**src/mxu_cfg.svh**
```systemverilog
`ifndef MXU_CFG_SVH
`define MXU_CFG_SVH

// Array and datapath sizes
`define MXU_N           4
`define MXU_ELEM_W      8
`define MXU_ACC_W       32

// APB port, word addressed
`define MXU_APB_ADDR_W  8
`define MXU_APB_DATA_W  32

// Register map
`define MXU_REG_CONTROL 8'h00
`define MXU_REG_STATUS  8'h01
`define MXU_BASE_A      8'h40
`define MXU_BASE_B      8'h80
`define MXU_BASE_C      8'hC0

// Zero-input cycles after the last feed step
`define MXU_DRAIN       `MXU_N

`endif

```
**src/mxu_pkg.sv**
```systemverilog
package mxu_pkg;

    `include "mxu_cfg.svh"

    // Operand element, unsigned
    typedef logic [`MXU_ELEM_W-1:0] elem_t;

    // Result accumulator, wraps modulo 2^ACC_W
    typedef logic [`MXU_ACC_W-1:0] acc_t;

    // Flat row-major index into an NxN matrix
    typedef logic [$clog2(`MXU_N*`MXU_N)-1:0] idx_t;

    // APB word address and data
    typedef logic [`MXU_APB_ADDR_W-1:0] apb_addr_t;
    typedef logic [`MXU_APB_DATA_W-1:0] apb_data_t;

    // Run sequencer states
    typedef enum logic [2:0] {
        IDLE,
        CLEAR,
        FEED,
        DRAIN,
        WRITEBACK,
        DONE
    } seq_state_e;

endpackage

```
**src/mxu_apb_regs.sv**
```systemverilog
`include "mxu_cfg.svh"

module mxu_apb_regs (
    input  logic                sys_clock,
    input  logic                sys_reset,
    input  logic                psel,
    input  logic                penable,
    input  logic                pwrite,
    input  mxu_pkg::apb_addr_t  paddr,
    input  mxu_pkg::apb_data_t  pwdata,
    output mxu_pkg::apb_data_t  prdata,
    output logic                pready,
    output logic                pslverr,
    input  logic                busy,
    input  logic                done,
    output logic                start,
    output logic                a_wr_en,
    output logic                b_wr_en,
    output mxu_pkg::idx_t       wr_index,
    output mxu_pkg::idx_t       rd_index,
    output mxu_pkg::elem_t      wr_elem,
    input  mxu_pkg::elem_t      a_rd_data,
    input  mxu_pkg::elem_t      b_rd_data,
    input  mxu_pkg::acc_t       c_rd_data
);
    import mxu_pkg::*;

    localparam int DEPTH = `MXU_N * `MXU_N;

    logic      wr_access;
    logic      rd_access;
    logic      is_ctrl;
    logic      is_stat;
    logic      in_a;
    logic      in_b;
    logic      in_c;
    logic      mapped;
    logic      wr_bad;
    logic      done_q;
    apb_addr_t offset;
    apb_data_t status_word;

    // Address falls inside an N*N word window starting at base
    function automatic logic in_region(apb_addr_t addr, apb_addr_t base);
        apb_addr_t rel;
        rel = addr - base;
        return int'(rel) < DEPTH;
    endfunction

    // ------------------------------------------------------------------------
    // Decode
    // ------------------------------------------------------------------------
    assign wr_access = psel && penable && pwrite;
    assign rd_access = psel && penable && !pwrite;

    assign is_ctrl = (paddr == apb_addr_t'(`MXU_REG_CONTROL));
    assign is_stat = (paddr == apb_addr_t'(`MXU_REG_STATUS));
    assign in_a    = in_region(paddr, apb_addr_t'(`MXU_BASE_A));
    assign in_b    = in_region(paddr, apb_addr_t'(`MXU_BASE_B));
    assign in_c    = in_region(paddr, apb_addr_t'(`MXU_BASE_C));
    assign mapped  = is_ctrl || is_stat || in_a || in_b || in_c;

    // Element offset inside whichever matrix window is hit
    always_comb begin
        offset = '0;
        if (in_a) begin
            offset = paddr - apb_addr_t'(`MXU_BASE_A);
        end else if (in_b) begin
            offset = paddr - apb_addr_t'(`MXU_BASE_B);
        end else if (in_c) begin
            offset = paddr - apb_addr_t'(`MXU_BASE_C);
        end
    end

    assign wr_index = idx_t'(offset);
    assign rd_index = idx_t'(offset);
    assign wr_elem  = elem_t'(pwdata);

    // Read-only regions, and operand buffers locked during a run
    assign wr_bad  = !mapped || is_stat || in_c || ((in_a || in_b) && busy);
    assign pslverr = (wr_access && wr_bad) || (rd_access && !mapped);
    assign pready  = 1'b1;

    assign a_wr_en = wr_access && in_a && !busy;
    assign b_wr_en = wr_access && in_b && !busy;

    // ------------------------------------------------------------------------
    // Control and status
    // ------------------------------------------------------------------------
    always_ff @(posedge sys_clock or posedge sys_reset) begin
        if (sys_reset) begin
            start  <= 1'b0;
            done_q <= 1'b0;
        end else begin
            start <= wr_access && is_ctrl && pwdata[0] && !busy;
            // New run request drops the sticky done flag
            if (wr_access && is_ctrl && pwdata[0] && !busy) begin
                done_q <= 1'b0;
            end else if (done) begin
                done_q <= 1'b1;
            end
        end
    end

    assign status_word = apb_data_t'({done_q, busy});

    // Read data mux, elements zero-extended to the bus width
    always_comb begin
        prdata = '0;
        if (rd_access) begin
            if (is_stat) begin
                prdata = status_word;
            end else if (in_a) begin
                prdata = apb_data_t'(a_rd_data);
            end else if (in_b) begin
                prdata = apb_data_t'(b_rd_data);
            end else if (in_c) begin
                prdata = apb_data_t'(c_rd_data);
            end
        end
    end

endmodule

```
**config.mk**
```make
export PLATFORM = sky130hd
export DESIGN_NAME = mxu_apb_regs
export DESIGN_NICKNAME = d
export VERILOG_FILES = /design/src/mxu_pkg.sv /design/src/mxu_apb_regs.sv
export VERILOG_INCLUDE_DIRS = /design/src
export SDC_FILE = /design/constraint.sdc
export NUM_CORES = 1
export LEC_CHECK = 0
export BUFFER_PORTS_ARGS = -buffer_cell sky130_fd_sc_hd__buf_4
export CORE_AREA = 2 2 58 60
export CTS_BUF_LIST = sky130_fd_sc_hd__clkbuf_4
export CTS_CLUSTER_DIAMETER = 120
export DETAILED_ROUTE_END_ITERATION = 10
export DIE_AREA = 0 0 60 62
export GPL_ROUTABILITY_DRIVEN = 0
export PLACE_DENSITY = 0.83
export SYNTH_ARGS = -nofsm -noshare
export SYNTH_HDL_FRONTEND = slang
export SYNTH_SLANG_ARGS = --single-unit
```
**constraint.sdc**
```tcl
create_clock -name sys_clock -period 1.51 [get_ports sys_clock]
set_input_delay 0.2265 -clock sys_clock [delete_from_list [all_inputs] [get_ports sys_clock]]
set_output_delay 0.2265 -clock sys_clock [all_outputs]
set_load 0.02 [all_outputs]
```
==> impl_results.md, run 1 <==
* Hold_ws at 0.235 ns
* Area Growth Syn to Fin at 112%
* Post-Syn Nets at 194
* GRT overflow at 0
* Met1 WL at 1.01 mm
* Antenna violations before repair at 0
* Average cell area after synthesis at just under 8 µm²
* CTS H-tree lvls at 1
* Core Region at 0.00318 mm²
* Clock Root Buffer: clkbuf_4
* Die ar. at about 0.0037 mm²
* Final Max Tran Viols at 0
* Hold Crit Class: input pin to flip-flop
* IO Count at 148
* Pleak at 0.000838 µW
* Seq/Total Area, Yosys at under 10%
* CP Max Fanout at 6
* RSZ-0062 raised after global routing: true
* Fin. Hold Viols at 0
* Vias in the first global route at 963
* WHS Path Cells at 2
* Clock sinks at 2
* Setup crit start kind: input pin
* Multi-input logic area at 589 µm²
* Antenna-violating nets left at 0
* Final cell count without fillers at 245
* Critical path required time at ~1.3 ns
* Hpwl dp at around 2.5 mm
* Worst VDD drop at 0.115 mV
* Clk_lat worst skew at ~0.23 ns
* PwrDens at 278 mW/mm²
* Worst R2R Path Depth at 1
* Worst setup EP type: output port
* Die X at 60 µm
* Worst flop-to-flop path endpoint: done_q
* Min Tclk post-route at ~1.5 ns
* Cell Count Post-Placement at 240
* Netlist Area Pre-Place at 776 µm²
* Gr usage total at 13.8%
* Crit Path Category: input pin to output port
* Max layer used: met3
* CTS buffer count at 3
* Register Area at around 50 µm²
* Fill cell count at 313
* Total Power at 457 µW
* Most frequent cells in the layout: buf_4 (106), and2_1 (28), a22oi_1 (8)
* Final nets at 296
* CTS Buffer Depth at 2
* Wire per inst at 12.2 µm
* CTS tree: yes
* Via count at roughly 1100
* Skew final at 0 ns
* WHS Endpoint: start
* Worst-path clk slew at 0.03 ns
* Initial Utilization at between 20% and 30%
* Fmax at 679 MHz
* Mapped Cells at between 90 and 100
* Wirelength, routed at 2.99 mm
* First-pass GRT wire length at 3.92 mm
* #FFs+latches synth at 2
* Most common cell after layout, fill and taps aside: buf_4
* # port buffers at 108
* Largest net degree at the start of global routing at 25
* Outcome: complete, no violations
* # Max-Cap Violations at 0
* Row cnt at 21
* DRT Pass-1 Iters at 4
* Drc violations at 0
* Vias/cell at 4.55
* Initial DRC count at 16
* Met3 WL post-DR at about 330 µm
* Final worst path period share at between 90 and 100%
* Distinct cells, synth at 28
* HP Start: busy
* Die height at 62 µm
* Antenna diode count at 0
* CP Data Arrival Time at 1.25 ns
* Start of the worst register-to-register path: done_q
* FF-to-FF setup slack at roughly 0.87 ns
* Share of cells above drive strength 1 at 67.8%
* WL met2 at 1.64 mm
* Final setup viols at 0
* Synthesis warning total at 0
## cells by family (layout without fill, tap and decap cells)
family | Yosys count | count (layout) | synth area share [%]
other | 1 | 1 | 0.483
muxes | 8 | 8 | 12.1
and+or+nand+nor | 53 | 53 | 45.8
buffers and inverters | 20 | 120 | 20.2
DFF | 2 | 2 | 6.45
AOI/OAI and AO/OA | 15 | 15 | 15.0
## power breakdown
part	leakage (µW)	internal, µW	switching (µW)
logic	0.000801	179	106
registers	0.0000227	54.0	0.00719
clock network	0.0000138	87.7	30.7
total	0.000838	320	137
## worst max-delay path by stage
stage / from / end / slack, ns / cells after the start
after CTS: paddr[4] / prdata[7] / 0.008 / 5
after floorplan: paddr[5] / pslverr / 0.08 / 3
after global routing: paddr[4] / prdata[7] / -0.04 / 5
after global placement: paddr[4] / prdata[7] / -0.006 / 5
final: paddr[4] / prdata[7] / 0.04 / 5
after detailed placement: paddr[6] / wr_index[3] / -0.04 / 6
## worst max-delay path: stages
cell       delay, ns
buf_8           0.10
nand4bb_4       0.24
a311o_2         0.40
nor2_1          0.13
buf_4           0.15
## metrics by stage
step / setup TNS, ns / cell area, µm² / util (%) / worst slack (ns)
after floorplan: 0 / 782 / - / 0.0800
after global placement: -0.00649 / 1560 / 48.9 / -0.00649
after detailed placement: -0.194 / 1560 / 48.9 / -0.0424
after CTS: 0 / 1600 / 50.2 / 0.00810
after global routing: -0.147 / 1640 / 51.7 / -0.0353
final: 0 / 1640 / 51.7 / 0.0369
## cell type report
cell class / instances / share of cell area (%)
Timing Repair Buffer: 116 / 56.0
Multi-Input combinational cell: 77 / 35.9
Tap cell: 46 / 3.50
Sequential cell: 2 / 3.05
Clock buffer: 3 / 1.37
Inverter: 1 / 0.228
## registers in the layout, indices dropped and copies added (netlist names)
name	cells
done_q	1
start	1
## what timing repair did
item / CTS / global route
pin swaps: 0 / 2
gates resized for setup: 2 / 10
setup endpoints to repair: 9 / 22
setup buffers: 0 / 1
hold buffers: 1 / 0
hold endpoints to repair: 2 / 0
## metal layers
metal	up-vias	global-route usage, %
li1	538	-
met1	500	13.5
met2	77	29.2
met3	0	2.69
met4	0	2.86
met5	-	0
## cells in the mapped netlist
cell type,n,area share (%)
nor2_2,1,0.81
nand4b_1,1,1.1
nor3_4,2,4.2
mux2_4,1,1.9
a22oi_1,8,7.7
conb_1,1,0.48
a21oi_1,2,1.3
nor3b_1,2,1.9
nor2b_1,2,1.6
buf_4,13,13
nor4b_1,1,1.1
nand4bb_4,1,3.5
and2_1,28,23
o32a_1,1,1.3
nand2_1,2,0.97
inv_1,1,0.48
nand4_1,3,2.4
or2_2,1,0.81
o31a_1,1,1.1
dfrtp_1,2,6.5
a311o_1,1,1.3
a221oi_1,1,1.1
buf_6,4,5.8
buf_2,2,1.3
nor2_1,7,3.4
o32ai_1,1,1.1
nor3_1,2,1.3
mux2_2,7,10
Note: power is estimated with default switching activity, not from simulation.
==> inputs of run 2 (changes only) <==
- GPL_TIMING_DRIVEN: unset -> 0
==> impl_results.md, run 2 (same netlist as run 1, synthesis figures left out) <==
* Outcome: complete, no violations
* CTS Buffer Depth at 2
* Largest net degree at the start of global routing at 11
* Top flop regs: done_q: 1 flops, start: 1 flops
* Critical path required time at ~1.3 ns
* Min Tclk post-route at 1.48 ns
* Final setup viols at 0
* First-pass GRT wire length at approximately 3.9 mm
* Drc violations at 0
* Total Power at 512 µW
* Worst setup EP type: output port
* Worst VDD drop at 0.137 mV
* Antenna diode count at 0
* Share of cells above drive strength 1 at between 70 and 80%
* Antenna violations before repair at 0
* Fmax at 674 MHz
* Crit Path Category: input pin to output port
* GRT overflow at 0
* Most frequent cells in the layout: buf_4 (108), buf_6 (28), and2_1 (23)
* Hold Crit Class: input pin to flip-flop
* Gr usage total at 13.6%
* Clock power frac at roughly 24%
* RSZ-0062 raised after global routing: true
* CTS buffer count at 3
* Vias/cell at about 4.4
* Worst-path clk slew at 0.03 ns
* CP Data Arrival Time at 1.26 ns
* Hpwl dp at 2.59 mm
* Pleak at 0.000965 µW
* CTS H-tree lvls at 1
* P_sw at 162 µW
* Post-place setup slack at -0.0500 ns
* Antenna-violating nets left at 0
* CP Max Fanout at 10
* Via count at 1191
* Register Area at ~50 µm²
* Final Max Tran Viols at 0
* Clock sinks at 2
* Sequential fraction of design power at 10.5%
* Sw frac at a little under a third
* Multi-input logic area at between 500 and 600 µm²
* Skew final at 0 ns
* Final WS setup at around 0.025 ns
* Setup crit start kind: input pin
* Core Region at about 0.0032 mm²
* Initial Utilization at 24.4%
* Gate power share at between 60% and 70%
* Placed Area at 0.00170 mm²
* Area Growth Syn to Fin at 142%
* PwrDens at 273 mW/mm²
* Vias in the first global route at 972
* Internal cell power at 350 µW
* CTS tree: yes
* IO Count at ~150
* Final std cell area, no fill at approximately 0.0019 mm²
* # port buffers at 114
* Wirelength, routed at around 3.1 mm
* Fill cell count at 294
* Die height at about 62 µm
* Clock Root Buffer: clkbuf_4
* Most common cell after layout, fill and taps aside: buf_4
* Util after Layout at 59.0%
* Initial DRC count at 6
* Die ar. at about 0.0037 mm²
* Final worst path period share at 98.3%
* TNS Setup at 0 ns
* Die X at 60 µm
* Clk_lat worst skew at 0.23 ns
* Fin. Hold Viols at 0
* Final nets at ~320
* Wire per inst at 11.5 µm
* Row cnt at 21
* DRT Pass-1 Iters at 5
* # Max-Cap Violations at 0
==> run 2: final timing paths <==
path,cells after the start,slack (ns),from,to
worst min-delay path,2,0.23,busy,start
worst max-delay path,6,0.03,paddr[4],prdata[21]
worst max register to register,1,0.86,done_q,done_q
max in group asynchronous,3,0.98,sys_reset,done_q
worst min register to register,1,0.51,done_q,done_q
min in group asynchronous,3,0.41,sys_reset,start
==> run 2: through the flow <==
stage               hold slack (ns)  instances
floorplan                   -0.0323         99
global placement             0.0866        259
detailed placement           0.0916        259
CTS                           0.216        264
global route                  0.220        268
finish                        0.225        268
==> run 2: area by class of cell <==
| type | count | area share (%) |
|---|---|---|
| plain buffers | 19 | 8.13 |
| well taps | 46 | 3.07 |
| flip-flops and latches | 2 | 2.67 |
| multi-input cells | 77 | 31.8 |
| inverters | 1 | 0.200 |
| repair buffers | 120 | 52.9 |
| clock buffers | 3 | 1.20 |
==> run 2: routing by layer <==
metal	vias to the layer above	track usage (%)	wire length, µm
li1	589	-	-
met3	0	4.35	372
met2	73	27.0	1640
met5	-	0	0
met4	0	1.90	0
met1	529	14.3	1060
==> run 2: power by group through the flow <==
stage | Combinational (µW) | Clock (µW) | Sequential, µW
after detailed placement | 323 | 0 | 54.6
after floorplan | 140 | 0 | 54.6
after global routing | 359 | 133 | 54.0
final | 334 | 124 | 54.0
after global placement | 317 | 0 | 54.6
after CTS | 327 | 130 | 54.0
==> run 2: worst max-delay path: stages <==
cell	delay, ns
buf_6	0.10
nand4bb_4	0.24
nor3_4	0.27
buf_6	0.16
and2_1	0.15
buf_6	0.12
==> run 2: timing repair <==
item / in CTS / in global routing
endpoints found under the setup margin: 23 / 30
hold endpoints to repair: 2 / 0
gates resized for setup: 6 / 26
hold buffers: 1 / 0
pin swaps: 9 / 4
setup buffers: 1 / 4
==> inputs of run 3 (changes only) <==
--- a/constraint.sdc
+++ b/constraint.sdc
@@ -3,2 +3,2 @@
 set_output_delay 0.2265 -clock sys_clock [all_outputs]
-set_load 0.02 [all_outputs]
+set_load 0.05 [all_outputs]
==> impl_results.md, run 3 (same netlist as run 1, synthesis figures left out) <==
* Worst path max stage delay at between 0.2 and 0.3 ns
* Worst-path clk slew at 0.03 ns
* Final nets at 323
* Outcome: complete, but fails checks
* GRT overflow at 0
* Final setup viols at 30
* Sequential fraction of design power at 9.1%
* FF-to-FF setup slack at approximately 0.86 ns
* P_sw at 233 µW
* Die height at 62 µm
* Share of cells above drive strength 1 at between 80% and 90%
* Vias in the first global route at between 1000 and 1500
* CP Data Arrival Time at around 1.3 ns
* # port buffers at 114
* Skew final at 0 ns
* Row cnt at 21
* Fill cell count at 244
* DRT Pass-1 Iters at 4
* Worst R2R Path Depth at 1
* TNS Setup at -0.773 ns
* Sw frac at 39.0%
* Die ar. at 0.00372 mm²
* Crit Path Category: input pin to output port
* RSZ-0062 raised after global routing: true
* Antenna diode count at 0
* Via count at 1238
* Clock power frac at 19.8%
* Gr usage total at 16.2%
* Fin. Hold Viols at 0
* Drc violations at 0
* Worst setup EP type: output port
* CTS H-tree lvls at 1
* Initial Utilization at 24.4%
* Core Region at 0.00318 mm²
* Largest net degree at the start of global routing at 11
* Worst VDD drop at 0.208 mV
* WHS Endpoint: done_q
* CTS tree: yes
* Start of the worst register-to-register path: done_q
* Slowest cell on the critical path: nand4bb_4
* Most common cell after layout, fill and taps aside: buf_4
* Hpwl dp at 2.58 mm
* Hold Crit Class: input pin to flip-flop
* Clock Root Buffer: clkbuf_4
* Worst path bufs/invs at 4
* CP Max Fanout at 5
* CTS Buffer Depth at 2
* Antenna violations before repair at 0
* Antenna-violating nets left at 0
* IO Count at approximately 150
* Failing checks: negative setup slack
* Fmax at 642 MHz
* HP Start: done
* Min Tclk post-route at between 1.5 and 2 ns
* Pleak at 0.00107 µW
* Most frequent cells in the layout: buf_4 (100), buf_8 (25), and2_4 (24)
* WHS Path Cells at 2
* PwrDens at 277 mW/mm²
* CTS buffer count at 3
* Internal cell power at 364 µW
* Final WS setup at -0.0465 ns
* Area Growth Syn to Fin at 177%
* # Max-Cap Violations at 0
* Clk_lat worst skew at 0.22 ns
* Wirelength, routed at 3.70 mm
* Final worst path period share at 103%
* First-pass GRT wire length at 4.60 mm
* Wire per inst at 13.6 µm
* Crit path max-delay family: simple AND/OR/NAND/NOR gates
* Worst flop-to-flop path endpoint: done_q
* Final std cell area, no fill at between 0.002 and 0.0025 mm²
* Gate power share at 71.2%
* Final Max Tran Viols at 0
* Die X at 60 µm
* Initial DRC count at 23
* Clock sinks at 2
* Vias/cell at 4.55
* Top flop regs: done_q: 1 flops, start: 1 flops
* Placed Area at 0.00175 mm²
* Crit-path cells: buf_8 -> nand4bb_4 -> nor3_4 -> buf_6 -> buf_6 -> and2_4 -> buf_8
* Setup crit start kind: input pin
* Critical path required time at 1.28 ns
-- run 3: cell types whose count changed in the layout (fill, tap and decap cells not counted), sizes merged --
cell,previous run,this run
buf,138,142
-- run 3: layout make-up --
| cell class | count | area [µm²] | share of cell area, % |
|---|---|---|---|
| buffer | 19 | 153 | 7.10 |
| clock buffer | 3 | 22.5 | 1.05 |
| inverter | 1 | 3.75 | 0.175 |
| multi-input combinational | 77 | 701 | 32.6 |
| sequential | 2 | 50.0 | 2.33 |
| tap | 46 | 57.6 | 2.68 |
| timing repair buffer | 124 | 1160 | 54.1 |
-- run 3: worst max path at each step --
| stage | cells after the start | to | startpoint |
|---|---|---|---|
| 2_1_floorplan | 3 | prdata[0] | paddr[4] |
| 3_3_place_gp | 5 | pslverr | paddr[5] |
| 3_5_place_dp | 5 | pslverr | paddr[5] |
| 4_1_cts | 5 | prdata[7] | paddr[5] |
| 5_1_grt | 7 | prdata[19] | paddr[5] |
| 6_report | 7 | prdata[30] | paddr[5] |
-- run 3: what timing repair did --
item,in CTS,in global routing
gates resized for setup,40,51
endpoints found under the hold margin,2,0
cloned,0,2
pin swaps,10,27
hold buffers,1,0
setup endpoints to repair,33,31
buffers inserted,3,4
-- run 3: power by group through the flow --
stage	combinational, µW	clock [µW]	sequential (µW)
global placement	391	0	54.6
finish	425	118	54.0
detailed placement	397	0	54.6
CTS	408	124	54.0
floorplan	211	0	54.6
global route	452	129	54.0
-- run 3: through the flow --
| stage | total power [µW] | hold slack (ns) | setup WS [ns] | std cells | util, % |
|---|---|---|---|---|---|
| global placement | 446 | 0.0859 | -0.199 | 259 | 54.9 |
| finish | 596 | 0.237 | -0.0465 | 272 | 67.6 |
| floorplan | 265 | -0.0323 | -0.242 | 99 | - |
| global route | 635 | 0.235 | -0.0809 | 272 | 67.6 |
| detailed placement | 451 | 0.0894 | -0.225 | 259 | 54.9 |
| CTS | 586 | 0.232 | -0.0605 | 266 | 61.1 |
-- run 3: metal layers --
layer	global-route usage, %	routed length, µm	share of wire, %	vias up
met5	0	0	0	-
li1	-	-	-	591
met3	4.14	347	9.4	4
met2	32.6	2100	57	77
met1	16.6	1210	33	566
met4	3.81	38	1.0	0
